$ cat src/logic/fix_proto_pkg.sv
// message format definitions for the tag=value serializer, referenced by scoped name
package fix_proto_pkg;

	// longest tag and value the serializer accepts
	localparam int TAG_BYTES = 4;
	localparam int VALUE_BYTES = 16;

	// field delimiter and tag/value separator
	localparam logic [7:0] SOH = 8'h01;
	localparam logic [7:0] EQ = 8'h3d;

	// checksum tag "10", upper byte goes out first
	localparam logic [15:0] CKSUM_TAG = 16'h3130;

	// ascii '0', base for the checksum digits
	localparam logic [7:0] ASCII_ZERO = 8'h30;

	// one field as presented on the input handshake
	// byte 0 of tag and value sits in the low bits and is sent first
	typedef struct packed {
		// tag characters
		logic [TAG_BYTES-1:0][7:0] tag;

		// number of tag bytes in use, 1 to 4
		logic [2:0] tag_len;

		// value characters
		logic [VALUE_BYTES-1:0][7:0] value;

		// number of value bytes in use, 1 to 16
		logic [4:0] value_len;

		// closes the message with the checksum trailer
		logic last;
	} fix_field_t;

	// 32 + 3 + 128 + 5 + 1
	localparam int FIELD_BITS = $bits(fix_field_t);

endpackage

$ cat src/logic/fix_xfer_pkg.sv
// byte stream transport definitions shared by serializer, FIFO and drain
package fix_xfer_pkg;

	// one byte in flight between serializer and drain
	typedef struct packed {
		// the byte itself
		logic [7:0] data;

		// high only on the SOH that ends a message
		logic eom;
	} fix_entry_t;

	// buffer depth used by the top level unless overridden
	localparam int FIFO_DEPTH_DEFAULT = 16;

	// width of one stored entry
	localparam int ENTRY_BITS = $bits(fix_entry_t);

endpackage

$ cat src/logic/fix_byte_fifo.sv
// circular buffer of stream entries between serializer and drain
`timescale 1ns/10ps

module fix_byte_fifo #(
	parameter int DEPTH = 16
) (
	input  logic                     clk,
	input  logic                     rst,
	input  logic                     push_i,
	input  fix_xfer_pkg::fix_entry_t entry_i,
	output logic                     full_o,
	input  logic                     pop_i,
	output fix_xfer_pkg::fix_entry_t head_o,
	output logic                     empty_o
);

	localparam int AW = (DEPTH > 1) ? $clog2(DEPTH) : 1;
	localparam int CW = $clog2(DEPTH + 1);

	fix_xfer_pkg::fix_entry_t mem [DEPTH];

	logic [AW-1:0] wr_ptr;
	logic [AW-1:0] rd_ptr;
	logic [CW-1:0] count;

	// storage only, no reset needed
	always_ff @(posedge clk) begin
		if (push_i) begin
			mem[wr_ptr] <= entry_i;
		end
	end

	always_ff @(posedge clk) begin
		if (rst) begin
			wr_ptr <= '0;
			rd_ptr <= '0;
			count <= '0;
		end else begin
			if (push_i) begin
				wr_ptr <= (wr_ptr == AW'(DEPTH - 1)) ? '0 : wr_ptr + 1'b1;
			end
			if (pop_i) begin
				rd_ptr <= (rd_ptr == AW'(DEPTH - 1)) ? '0 : rd_ptr + 1'b1;
			end
			case ({push_i, pop_i})
				2'b10: count <= count + 1'b1;
				2'b01: count <= count - 1'b1;
				default: count <= count;
			endcase
		end
	end

	assign head_o = mem[rd_ptr];
	assign full_o = (count == CW'(DEPTH));
	assign empty_o = (count == '0);

	a_no_overflow: assert property (@(posedge clk) disable iff (rst) full_o |-> !push_i)
		else $error("push into full FIFO at %0t", $time);

	a_no_underflow: assert property (@(posedge clk) disable iff (rst) empty_o |-> !pop_i)
		else $error("pop from empty FIFO at %0t", $time);

endmodule

$ cat src/logic/fix_checksum_acc.sv
// modulo-256 running byte sum with ascii decimal output, used by the field serializer
`timescale 1ns/10ps

module fix_checksum_acc (
	input  logic        clk,
	input  logic        rst,
	input  logic        add_i,
	input  logic [7:0]  byte_i,
	input  logic        clear_i,
	output logic [23:0] digits_o
);

	logic [7:0] sum_q;

	// clear wins over add
	always_ff @(posedge clk) begin
		if (rst) begin
			sum_q <= 8'd0;
		end else if (clear_i) begin
			sum_q <= 8'd0;
		end else if (add_i) begin
			sum_q <= sum_q + byte_i;
		end
	end

	// binary to three decimal digits by repeated subtraction
	always_comb begin
		logic [7:0] rem;
		logic [7:0] hund;
		logic [7:0] tens;

		rem = sum_q;
		hund = 8'd0;
		tens = 8'd0;

		// at most two hundreds in 255
		for (int i = 0; i < 2; i++) begin
			if (rem >= 8'd100) begin
				rem = rem - 8'd100;
				hund = hund + 8'd1;
			end
		end

		// at most nine tens left
		for (int i = 0; i < 9; i++) begin
			if (rem >= 8'd10) begin
				rem = rem - 8'd10;
				tens = tens + 8'd1;
			end
		end

		// hundreds first
		digits_o[23:16] = fix_proto_pkg::ASCII_ZERO + hund;
		digits_o[15:8] = fix_proto_pkg::ASCII_ZERO + tens;
		digits_o[7:0] = fix_proto_pkg::ASCII_ZERO + rem;
	end

endmodule

$ cat src/logic/fix_field_serializer.sv
// turns one field per four-phase handshake into FIFO bytes, appending the checksum trailer
`timescale 1ns/10ps

module fix_field_serializer (
	input  logic                      clk,
	input  logic                      rst,
	input  logic                      field_req_i,
	input  fix_proto_pkg::fix_field_t field_i,
	output logic                      field_ack_o,
	output logic                      push_o,
	output fix_xfer_pkg::fix_entry_t  entry_o,
	input  logic                      full_i
);

	typedef enum logic [3:0] {
		S_IDLE,
		S_TAG,
		S_EQ,
		S_VAL,
		S_SOH,
		S_T1,
		S_T0,
		S_TEQ,
		S_D2,
		S_D1,
		S_D0,
		S_TSOH,
		S_ACK
	} state_t;

	state_t state_q;
	state_t state_d;

	// byte position within tag or value
	logic [3:0] idx_q;
	logic [3:0] idx_d;

	logic emit;
	logic [23:0] digits;

	fix_checksum_acc cksum_inst (
		.clk      (clk),
		.rst      (rst),
		.add_i    (push_o && (state_q inside {S_TAG, S_EQ, S_VAL, S_SOH})),
		.byte_i   (entry_o.data),
		.clear_i  (push_o && (state_q == S_TSOH)),
		.digits_o (digits)
	);

	always_ff @(posedge clk) begin
		if (rst) begin
			state_q <= S_IDLE;
			idx_q <= 4'd0;
		end else begin
			state_q <= state_d;
			idx_q <= idx_d;
		end
	end

	// byte selection per phase
	always_comb begin
		emit = 1'b1;
		entry_o.data = 8'h00;
		entry_o.eom = 1'b0;
		case (state_q)
			S_TAG: entry_o.data = field_i.tag[idx_q[1:0]];
			S_EQ, S_TEQ: entry_o.data = fix_proto_pkg::EQ;
			S_VAL: entry_o.data = field_i.value[idx_q];
			S_SOH: entry_o.data = fix_proto_pkg::SOH;
			S_T1: entry_o.data = fix_proto_pkg::CKSUM_TAG[15:8];
			S_T0: entry_o.data = fix_proto_pkg::CKSUM_TAG[7:0];
			S_D2: entry_o.data = digits[23:16];
			S_D1: entry_o.data = digits[15:8];
			S_D0: entry_o.data = digits[7:0];
			S_TSOH: begin
				entry_o.data = fix_proto_pkg::SOH;
				entry_o.eom = 1'b1;
			end
			default: emit = 1'b0;
		endcase
	end

	assign push_o = emit && !full_i;
	assign field_ack_o = (state_q == S_ACK);

	always_comb begin
		state_d = state_q;
		idx_d = idx_q;
		case (state_q)
			S_IDLE: begin
				if (field_req_i) begin
					state_d = S_TAG;
					idx_d = 4'd0;
				end
			end
			// hold ack until the request is withdrawn
			S_ACK: begin
				if (!field_req_i) begin
					state_d = S_IDLE;
				end
			end
			default: begin
				// a full FIFO freezes the phase and index
				if (!full_i) begin
					case (state_q)
						S_TAG: begin
							if (idx_q == {1'b0, field_i.tag_len} - 4'd1) begin
								state_d = S_EQ;
								idx_d = 4'd0;
							end else begin
								idx_d = idx_q + 4'd1;
							end
						end
						S_EQ: state_d = S_VAL;
						S_VAL: begin
							if ({1'b0, idx_q} == field_i.value_len - 5'd1) begin
								state_d = S_SOH;
								idx_d = 4'd0;
							end else begin
								idx_d = idx_q + 4'd1;
							end
						end
						S_SOH: state_d = field_i.last ? S_T1 : S_ACK;
						S_T1: state_d = S_T0;
						S_T0: state_d = S_TEQ;
						S_TEQ: state_d = S_D2;
						S_D2: state_d = S_D1;
						S_D1: state_d = S_D0;
						S_D0: state_d = S_TSOH;
						S_TSOH: state_d = S_ACK;
						default: state_d = state_q;
					endcase
				end
			end
		endcase
	end

	// the caller must present sane lengths for the whole open request
	a_field_lengths: assert property (@(posedge clk) disable iff (rst)
		(field_req_i && !field_ack_o) |->
			(field_i.tag_len != 3'd0 && field_i.tag_len <= fix_proto_pkg::TAG_BYTES &&
			 field_i.value_len != 5'd0 && field_i.value_len <= fix_proto_pkg::VALUE_BYTES))
		else $error("field length out of range at %0t", $time);

endmodule

$ cat src/logic/fix_msg_tx.sv
// message transmitter top: field serializer feeding a byte FIFO drained to the output handshake
`timescale 1ns/10ps

module fix_msg_tx #(
	parameter int FIFO_DEPTH = fix_xfer_pkg::FIFO_DEPTH_DEFAULT
) (
	input  logic                      clk,
	input  logic                      rst,
	input  logic                      field_req_i,
	input  fix_proto_pkg::fix_field_t field_i,
	output logic                      field_ack_o,
	output logic                      out_req_o,
	output logic [7:0]                out_byte_o,
	output logic                      out_last_o,
	input  logic                      out_ack_i
);

	// serializer to FIFO
	logic push;
	logic full;
	fix_xfer_pkg::fix_entry_t push_entry;

	// FIFO to drain
	logic pop;
	logic empty;
	fix_xfer_pkg::fix_entry_t head;

	fix_field_serializer serializer_inst (
		.clk         (clk),
		.rst         (rst),
		.field_req_i (field_req_i),
		.field_i     (field_i),
		.field_ack_o (field_ack_o),
		.push_o      (push),
		.entry_o     (push_entry),
		.full_i      (full)
	);

	fix_byte_fifo #(
		.DEPTH (FIFO_DEPTH)
	) fifo_inst (
		.clk     (clk),
		.rst     (rst),
		.push_i  (push),
		.entry_i (push_entry),
		.full_o  (full),
		.pop_i   (pop),
		.head_o  (head),
		.empty_o (empty)
	);

	fix_stream_drain drain_inst (
		.clk        (clk),
		.rst        (rst),
		.empty_i    (empty),
		.head_i     (head),
		.pop_o      (pop),
		.out_req_o  (out_req_o),
		.out_byte_o (out_byte_o),
		.out_last_o (out_last_o),
		.out_ack_i  (out_ack_i)
	);

endmodule

$ cat src/logic/fix_stream_drain.sv
// pops FIFO entries and offers each byte on the output four-phase handshake
`timescale 1ns/10ps

module fix_stream_drain (
	input  logic                     clk,
	input  logic                     rst,
	input  logic                     empty_i,
	input  fix_xfer_pkg::fix_entry_t head_i,
	output logic                     pop_o,
	output logic                     out_req_o,
	output logic [7:0]               out_byte_o,
	output logic                     out_last_o,
	input  logic                     out_ack_i
);

	typedef enum logic [1:0] {
		D_IDLE,
		D_REQ,
		D_ACK_LOW
	} drain_state_t;

	drain_state_t state_q;

	// take the head as soon as the previous handshake has closed
	assign pop_o = (state_q == D_IDLE || state_q == D_ACK_LOW) && !out_ack_i && !empty_i;

	always_ff @(posedge clk) begin
		if (rst) begin
			state_q <= D_IDLE;
		end else begin
			case (state_q)
				D_IDLE: if (pop_o) state_q <= D_REQ;
				D_REQ: if (out_ack_i) state_q <= D_ACK_LOW;
				D_ACK_LOW: begin
					if (pop_o) begin
						state_q <= D_REQ;
					end else if (!out_ack_i) begin
						state_q <= D_IDLE;
					end
				end
				default: state_q <= D_IDLE;
			endcase
		end
	end

	// byte under offer, loaded with the pop
	always_ff @(posedge clk) begin
		if (pop_o) begin
			out_byte_o <= head_i.data;
			out_last_o <= head_i.eom;
		end
	end

	assign out_req_o = (state_q == D_REQ);

	a_out_stable: assert property (@(posedge clk) disable iff (rst)
		(out_req_o && $past(out_req_o)) |-> ($stable(out_byte_o) && $stable(out_last_o)))
		else $error("output byte changed under request at %0t", $time);

endmodule

$ cat config.mk
export PLATFORM = sky130hd
export DESIGN_NAME = fix_msg_tx
export DESIGN_NICKNAME = d
export VERILOG_FILES = /design/src/logic/fix_proto_pkg.sv /design/src/logic/fix_xfer_pkg.sv /design/src/logic/fix_byte_fifo.sv /design/src/logic/fix_checksum_acc.sv /design/src/logic/fix_field_serializer.sv /design/src/logic/fix_msg_tx.sv /design/src/logic/fix_stream_drain.sv
export SDC_FILE = /design/constraint.sdc
export NUM_CORES = 1
export LEC_CHECK = 0
export ABC_AREA = 1
export BUFFER_PORTS_ARGS = -buffer_cell sky130_fd_sc_hd__buf_4
export CAP_MARGIN = 20
export CELL_PAD_IN_SITES_DETAIL_PLACEMENT = 0
export CELL_PAD_IN_SITES_GLOBAL_PLACEMENT = 2
export CORE_MARGIN = 3
export CORE_UTILIZATION = 36
export CTS_BUF_LIST = sky130_fd_sc_hd__clkbuf_8
export CTS_CLUSTER_DIAMETER = 100
export DETAILED_ROUTE_END_ITERATION = 12
export GPL_ROUTABILITY_DRIVEN = 0
export PLACE_DENSITY_LB_ADDON = 0.1
export SKIP_CTS_REPAIR_TIMING = 1
export SLEW_MARGIN = 25
export SYNTH_ARGS = -nofsm -noshare
export SYNTH_HDL_FRONTEND = slang
export SYNTH_SLANG_ARGS = --single-unit
$ cat constraint.sdc
create_clock -name clk -period 12.7 [get_ports clk]
set_clock_uncertainty 0.05 [all_clocks]
set_input_delay 1.27 -clock clk [delete_from_list [all_inputs] [get_ports clk]]
set_output_delay 1.27 -clock clk [all_outputs]
set_load 0.01 [all_outputs]
==> results_dict.tcl, run 1 <==
set metrics [dict create \
    outcome "complete, no violations" \
    grt-ovfl-total 0 \
    final_common_cell "nand2_1" \
    dp_slack_ps 288 \
    die_y_um 205 \
    synthCells 1739 \
    grt_pass1_wl_um 64700 \
    path_max_fanout 14 \
    io_pins 184 \
    drive_gt1_frac 0.268 \
    drtIter0Drc 725 \
    grt_use_total 0.195 \
    period_share 0.912 \
    cts_buffers 17 \
    hold_viol 0 \
    antenna_cells 0 \
    clk_latency_ps 460 \
    die_x_um 205 \
    grt_pass1_vias 11800 \
    initial_core_util 0.367 \
    dieArea_mm2 0.0420 \
    slew_headroom 0.326 \
    antenna_found_initial 0 \
    worstMarginPinSlew_ps 1010 \
    yosysSeqAreaShare 0.366 \
    yosysWarnings 0 \
    grt_max_degree 85 \
    clkTransAtPathRegs_ps 90 \
    design_area_mm2 0.0166 \
    coreArea_mm2 0.0388 \
    clock.fmax_mhz 86.4 \
    num_rows 72 \
    hold_class "reg -> reg" \
    vias 12400 \
    setup_slack_ps 1120 \
    cts_tree "built" \
    synth_area_mm2 0.0142 \
    maxCapViolCount 0 \
    crit_type "reg -> reg" \
    h-tree-depth 4 \
    critical-path-top-delay-family "simple AND/OR/NAND/NOR gates" \
    finalNonFillerCells 2446 \
    finalSetupViolCount 0 \
    yosysUniqueCellTypes 66 \
    drc 0 \
    synth_top_area_cell "edfxtp_1" \
    wl_per_cell_um 17.0 \
    vias_per_cell 5.05 \
    fin_crit_ps 11580 \
    startpoint_type "flip-flop" \
    final_nets 2140 \
    clockRootBuffer "clkbuf_8" \
    arrival_ps 11930 \
    cp_data_required_time_ps 13050 \
    synth-seq-cells 184 \
    final_max_slew_viol_count 0 \
    slowest_stage "or3_1" \
    firstDrtPassIters 5 \
    postSynthAreaPerCell_um2 8.19 \
    max_stage_delay_ps 400 \
    totalWireLength_um 41500 \
    synth_area_leaders "edfxtp_1 (32%), nand2_1 (7.1%), nor2_1 (6.6%)" \
    yosysTopAreaCellShare 0.323 \
    synth_nets 1964 \
    layout_common_cells "nand2_1 (268), nor2_1 (245), buf_4 (219), o21ai_0 (156), edfxtp_1 (153)" \
    finalSetupTns_ps 0 \
    clock_sinks 184 \
    place_area_mm2 0.0161 \
    dp.cells 2395 \
    drtAntennaViolNets 0 \
    clockBufferDepth 2 \
    dp_hpwl_um 31200 \
    io_buffers 183 \
    synth_ff_type "edfxtp_1" \
    async_reset_ff_frac 0 \
    end_kind "flip-flop" \
    synth-edff-count 153 \
    areaGrowthSynthToFinish_pct 16.7 \
    path_buf_inv 19 \
]
==> layer usage <==
metal | global-route usage | wire length [µm] | vias up
met5 | 0 | 0 | -
met1 | 0.266 | 19500 | 5854
met4 | 0.0364 | 481 | 0
met2 | 0.338 | 20500 | 169
met3 | 0.0194 | 1060 | 28
li1 | - | - | 6299
==> worst register-to-register path, delay by kind of cell (launching register included) <==
kind                       cells  cell delay [ps]
and+or+nand+nor               64             6510
adders and majority gates     12             2440
buffers and inverters         19             1480
AOI/OAI and AO/OA              4              520
DFF                            1              390
xor gates and xnor gates       1              150
==> final cells by class <==
| cell class | instances | area (µm²) |
|---|---|---|
| clock buffers | 17 | 234 |
| fillers | 3956 | 22200 |
| inverters | 182 | 702 |
| repair buffers | 220 | 1660 |
| clock inverters | 15 | 87.6 |
| multi-input cells | 1310 | 8080 |
| flip-flops and latches | 184 | 5220 |
| well taps | 518 | 648 |
==> through the flow <==
| step | util | hold slack [ps] |
|---|---|---|
| 6_report | 0.428 | 432 |
| 5_1_grt | 0.428 | 474 |
| 4_1_cts | 0.422 | 438 |
| 3_5_place_dp | 0.414 | 422 |
| 3_3_place_gp | 0.414 | 410 |
| 2_1_floorplan | - | 393 |
==> cells by family (layout without fill, tap and decap cells) <==
group,count (synthesis),count (layout),share of synthesized area
adders and majority gates,52,52,0.0467
muxes,16,16,0.0113
xor gates and xnor gates,29,29,0.0178
AOI/OAI and AO/OA,332,332,0.145
buffers and inverters,246,434,0.0726
DFF,184,184,0.366
and+or+nand+nor,880,881,0.340
==> final timing paths <==
check	start	endpoint	slack, ps	cells after the start
setup reg to reg	serializer_inst.cksum_inst.sum_q[2]	serializer_inst.cksum_inst.sum_q[7]	1120	100
hold reg to reg	fifo_inst.count[4]	fifo_inst.count[4]	430	1
setup / recovery	serializer_inst.cksum_inst.sum_q[2]	serializer_inst.cksum_inst.sum_q[7]	1120	100
hold / removal	fifo_inst.count[4]	fifo_inst.count[4]	430	1
==> sequential cells by signal, indices dropped and copies added (netlist names) <==
register,count
fifo_inst.rd_ptr,4
serializer_inst.idx_q,4
drain_inst.state_q,2
serializer_inst.cksum_inst.sum_q,8
drain_inst.out_byte_o,8
drain_inst.out_last_o,1
serializer_inst.state_q,4
fifo_inst.wr_ptr,4
fifo_inst.mem,144
fifo_inst.count,5
==> cell usage after synthesis (7+ instances only) <==
library cell / instances
a211oi_1: 10
a21oi_1: 54
clkbuf_1: 54
dfxtp_1: 31
edfxtp_1: 153
ha_1: 50
inv_1: 145
inv_2: 25
mux2i_1: 15
nand2_1: 270
nand2_2: 72
nand2_4: 61
nand3_1: 111
nand3_2: 17
nand3_4: 13
nand4_1: 27
nor2_1: 249
nor2_2: 13
nor2_4: 14
nor2_8: 7
o211ai_1: 12
o21ai_0: 157
o221ai_1: 31
o22ai_1: 16
o32ai_1: 21
xnor2_1: 8
xor2_1: 21
Power of run 1 is not shown: default switching activity piles up to over one toggle a cycle in this logic, so the estimate is an artifact.
==> run 2, diff against run 1 <==
- CORE_UTILIZATION: 36 -> 35
- PLACE_DENSITY: default -> 0.81
- PLACE_DENSITY_LB_ADDON: 0.1 -> default
- SYNTH_HIERARCHICAL: default -> 1
==> run 2 against run 1 <==
Against the previous run: non-clock buffer count fell by 25; worst setup slack improved by 690 ps; synthesized area fell by 2.8%; via count fell by 1.4%; cell area fell by 4.6%; die area barely moved; maximum frequency rose by 6.3%; synthesized cell count rose by 2.7%; hold slack got worse by 11 ps; clock-buffer cell count did not move; first-iteration DRC count rose by 2.8%; critical path depth fell by 22.
==> results_dict.tcl, run 2 <==
set metrics [dict create \
    outcome "complete, no violations" \
    hold_depth 2 \
    synth-seq-cells 188 \
    r2r_slack_ps 1810 \
    layout_common_cells "nand2_1 (326), inv_1 (230), nor2_1 (197), buf_4 (195), nand3_1 (159)" \
    grt-ovfl-total 0 \
    die_x_um 205 \
    dp_slack_ps 1850 \
    coreArea_mm2 0.0388 \
    hold_start "drain_inst/state_q[1]" \
    worst_r2r_startpoint "serializer_inst/cksum_inst/sum_q[2]" \
    vias 12200 \
    dp.cells 2428 \
    final_max_slew_viol_count 0 \
    synth-edff-count 153 \
    cp_data_required_time_ps 13040 \
    finalSetupTns_ps 0 \
    clock.fmax_mhz 91.8 \
    hold_end "drain_inst/state_q[1]" \
    rsz0062_at_grt "no" \
    cpMostUsedCell "nand2_1" \
    cp.depth 78 \
    clock_sinks 188 \
    grt_pass1_vias 11600 \
    fin_crit_ps 10890 \
    synth_area_leaders "edfxtp_1 (33%), nand2_1 (8.8%), inv_1 (6.2%)" \
    postSynthAreaPerCell_um2 7.75 \
    drive_gt1_frac 0.203 \
    yosysSeqAreaShare 0.383 \
    path_max_fanout 17 \
    synth_top_area_cell "edfxtp_1" \
    clockRootBuffer "clkbuf_8" \
    num_rows 72 \
    largest-register "fifo_inst/mem" \
    drtIter0Drc 745 \
    areaGrowthSynthToFinish_pct 14.6 \
    antenna_found_initial 2 \
    worstMarginPinSlew_ps 1060 \
    slowest_stage "ha_1" \
    clk_latency_ps 460 \
    crit_type "reg -> reg" \
    async_reset_ff_frac 0 \
    period_share 0.858 \
    firstDrtPassIters 7 \
    synthCells 1786 \
    place_area_mm2 0.0155 \
    hold_viol 0 \
    vias_per_cell 4.95 \
    final_common_cell "nand2_1" \
    crit-reg2reg-capture "serializer_inst/cksum_inst/sum_q[7]" \
    synth_area_mm2 0.0138 \
    reg_top3 "fifo_inst/mem x144, drain_inst/out_byte_o x8, serializer_inst/cksum_inst/sum_q x8" \
    critical-path-top-delay-family "simple AND/OR/NAND/NOR gates" \
    io_pins 184 \
    design_area_mm2 0.0159 \
    arrival_ps 11240 \
    grt_use_total 0.194 \
    grt_max_degree 78 \
    yosysTopAreaCellShare 0.332 \
    cts_buffers 17 \
    yosys-top-cells-count "nand2_1 (326), inv_1 (230), nor2_1 (205)" \
    yosysMostFrequentCell "nand2_1" \
    finalSetupViolCount 0 \
    max_stage_delay_ps 500 \
    reg2reg_depth 78 \
    drtAntennaViolNets 0 \
    largest_reg_flops 144 \
    slew_headroom 0.290 \
    yosysWarnings 6 \
    dieArea_mm2 0.0420 \
    io_buffers 183 \
    setup_slack_ps 1810 \
    final_nets 2147 \
    clkTransAtPathRegs_ps 100 \
    initial_core_util 0.356 \
    end_kind "flip-flop" \
    wl_per_cell_um 16.6 \
    startpoint_type "flip-flop" \
    drc 0 \
    dp_hpwl_um 30900 \
    hold_class "reg -> reg" \
    maxCapViolCount 0 \
    clockBufferDepth 2 \
    h-tree-depth 4 \
    yosysUniqueCellTypes 55 \
    grt_pass1_wl_um 63900 \
    synth_ff_type "edfxtp_1" \
    finalNonFillerCells 2460 \
    cts_tree "built" \
    die_y_um 205 \
    path_buf_inv 7 \
    totalWireLength_um 40900 \
]
==> run 2: worst min-delay path: stages (launching register included) <==
cell     delay, ps
dfxtp_1        330
nand2_1         60
a21oi_1         50
==> run 2: logic make-up (layout without fill, tap and decap cells) <==
family	Yosys count	after routing	synth area share
flip-flops	188	188	0.383
XOR/XNOR	42	42	0.0271
adder cells (fa/ha/maj)	45	45	0.0412
other	2	8	0.000543
AO/OA/AOI/OAI	337	337	0.148
buffers and inverters	330	480	0.107
AND/OR/NAND/NOR	842	842	0.294
==> run 2: how the worst max path moves through the flow <==
stage	slack (ps)	startpoint	endpoint
4_1_cts	1770	serializer_inst/cksum_inst/sum_q[2]	serializer_inst/cksum_inst/sum_q[7]
2_1_floorplan	3530	serializer_inst/cksum_inst/sum_q[2]	serializer_inst/cksum_inst/sum_q[7]
5_1_grt	500	serializer_inst/cksum_inst/sum_q[2]	serializer_inst/cksum_inst/sum_q[7]
6_report	1810	serializer_inst/cksum_inst/sum_q[2]	serializer_inst/cksum_inst/sum_q[7]
3_5_place_dp	1850	serializer_inst/cksum_inst/sum_q[2]	serializer_inst/cksum_inst/sum_q[7]
3_3_place_gp	2090	serializer_inst/cksum_inst/sum_q[0]	serializer_inst/cksum_inst/sum_q[7]
==> run 2: routing by layer <==
metal,up-vias,wire [µm],track usage
met1,5663,18800,0.259
met3,31,1810,0.0291
li1,6215,-,-
met4,2,775,0.0486
met2,267,19600,0.331
met5,-,13,0
==> run 2: final cells by class <==
class / count / area, µm²
diodes: 1 / 2.50
clock buffers: 17 / 234
clock inverters: 14 / 133
fillers: 4032 / 23000
inverters: 254 / 961
multi-input cells: 1273 / 7110
flip-flops and latches: 188 / 5310
well taps: 518 / 648
repair buffers: 195 / 1460
==> run 2: per-stage QoR <==
step                 util  hold WS [ps]
global placement    0.398           403
CTS                 0.408           424
floorplan               -           389
detailed placement  0.399           408
global route        0.408           453
finish              0.408           421
Power of run 2 is left out for the same reason.
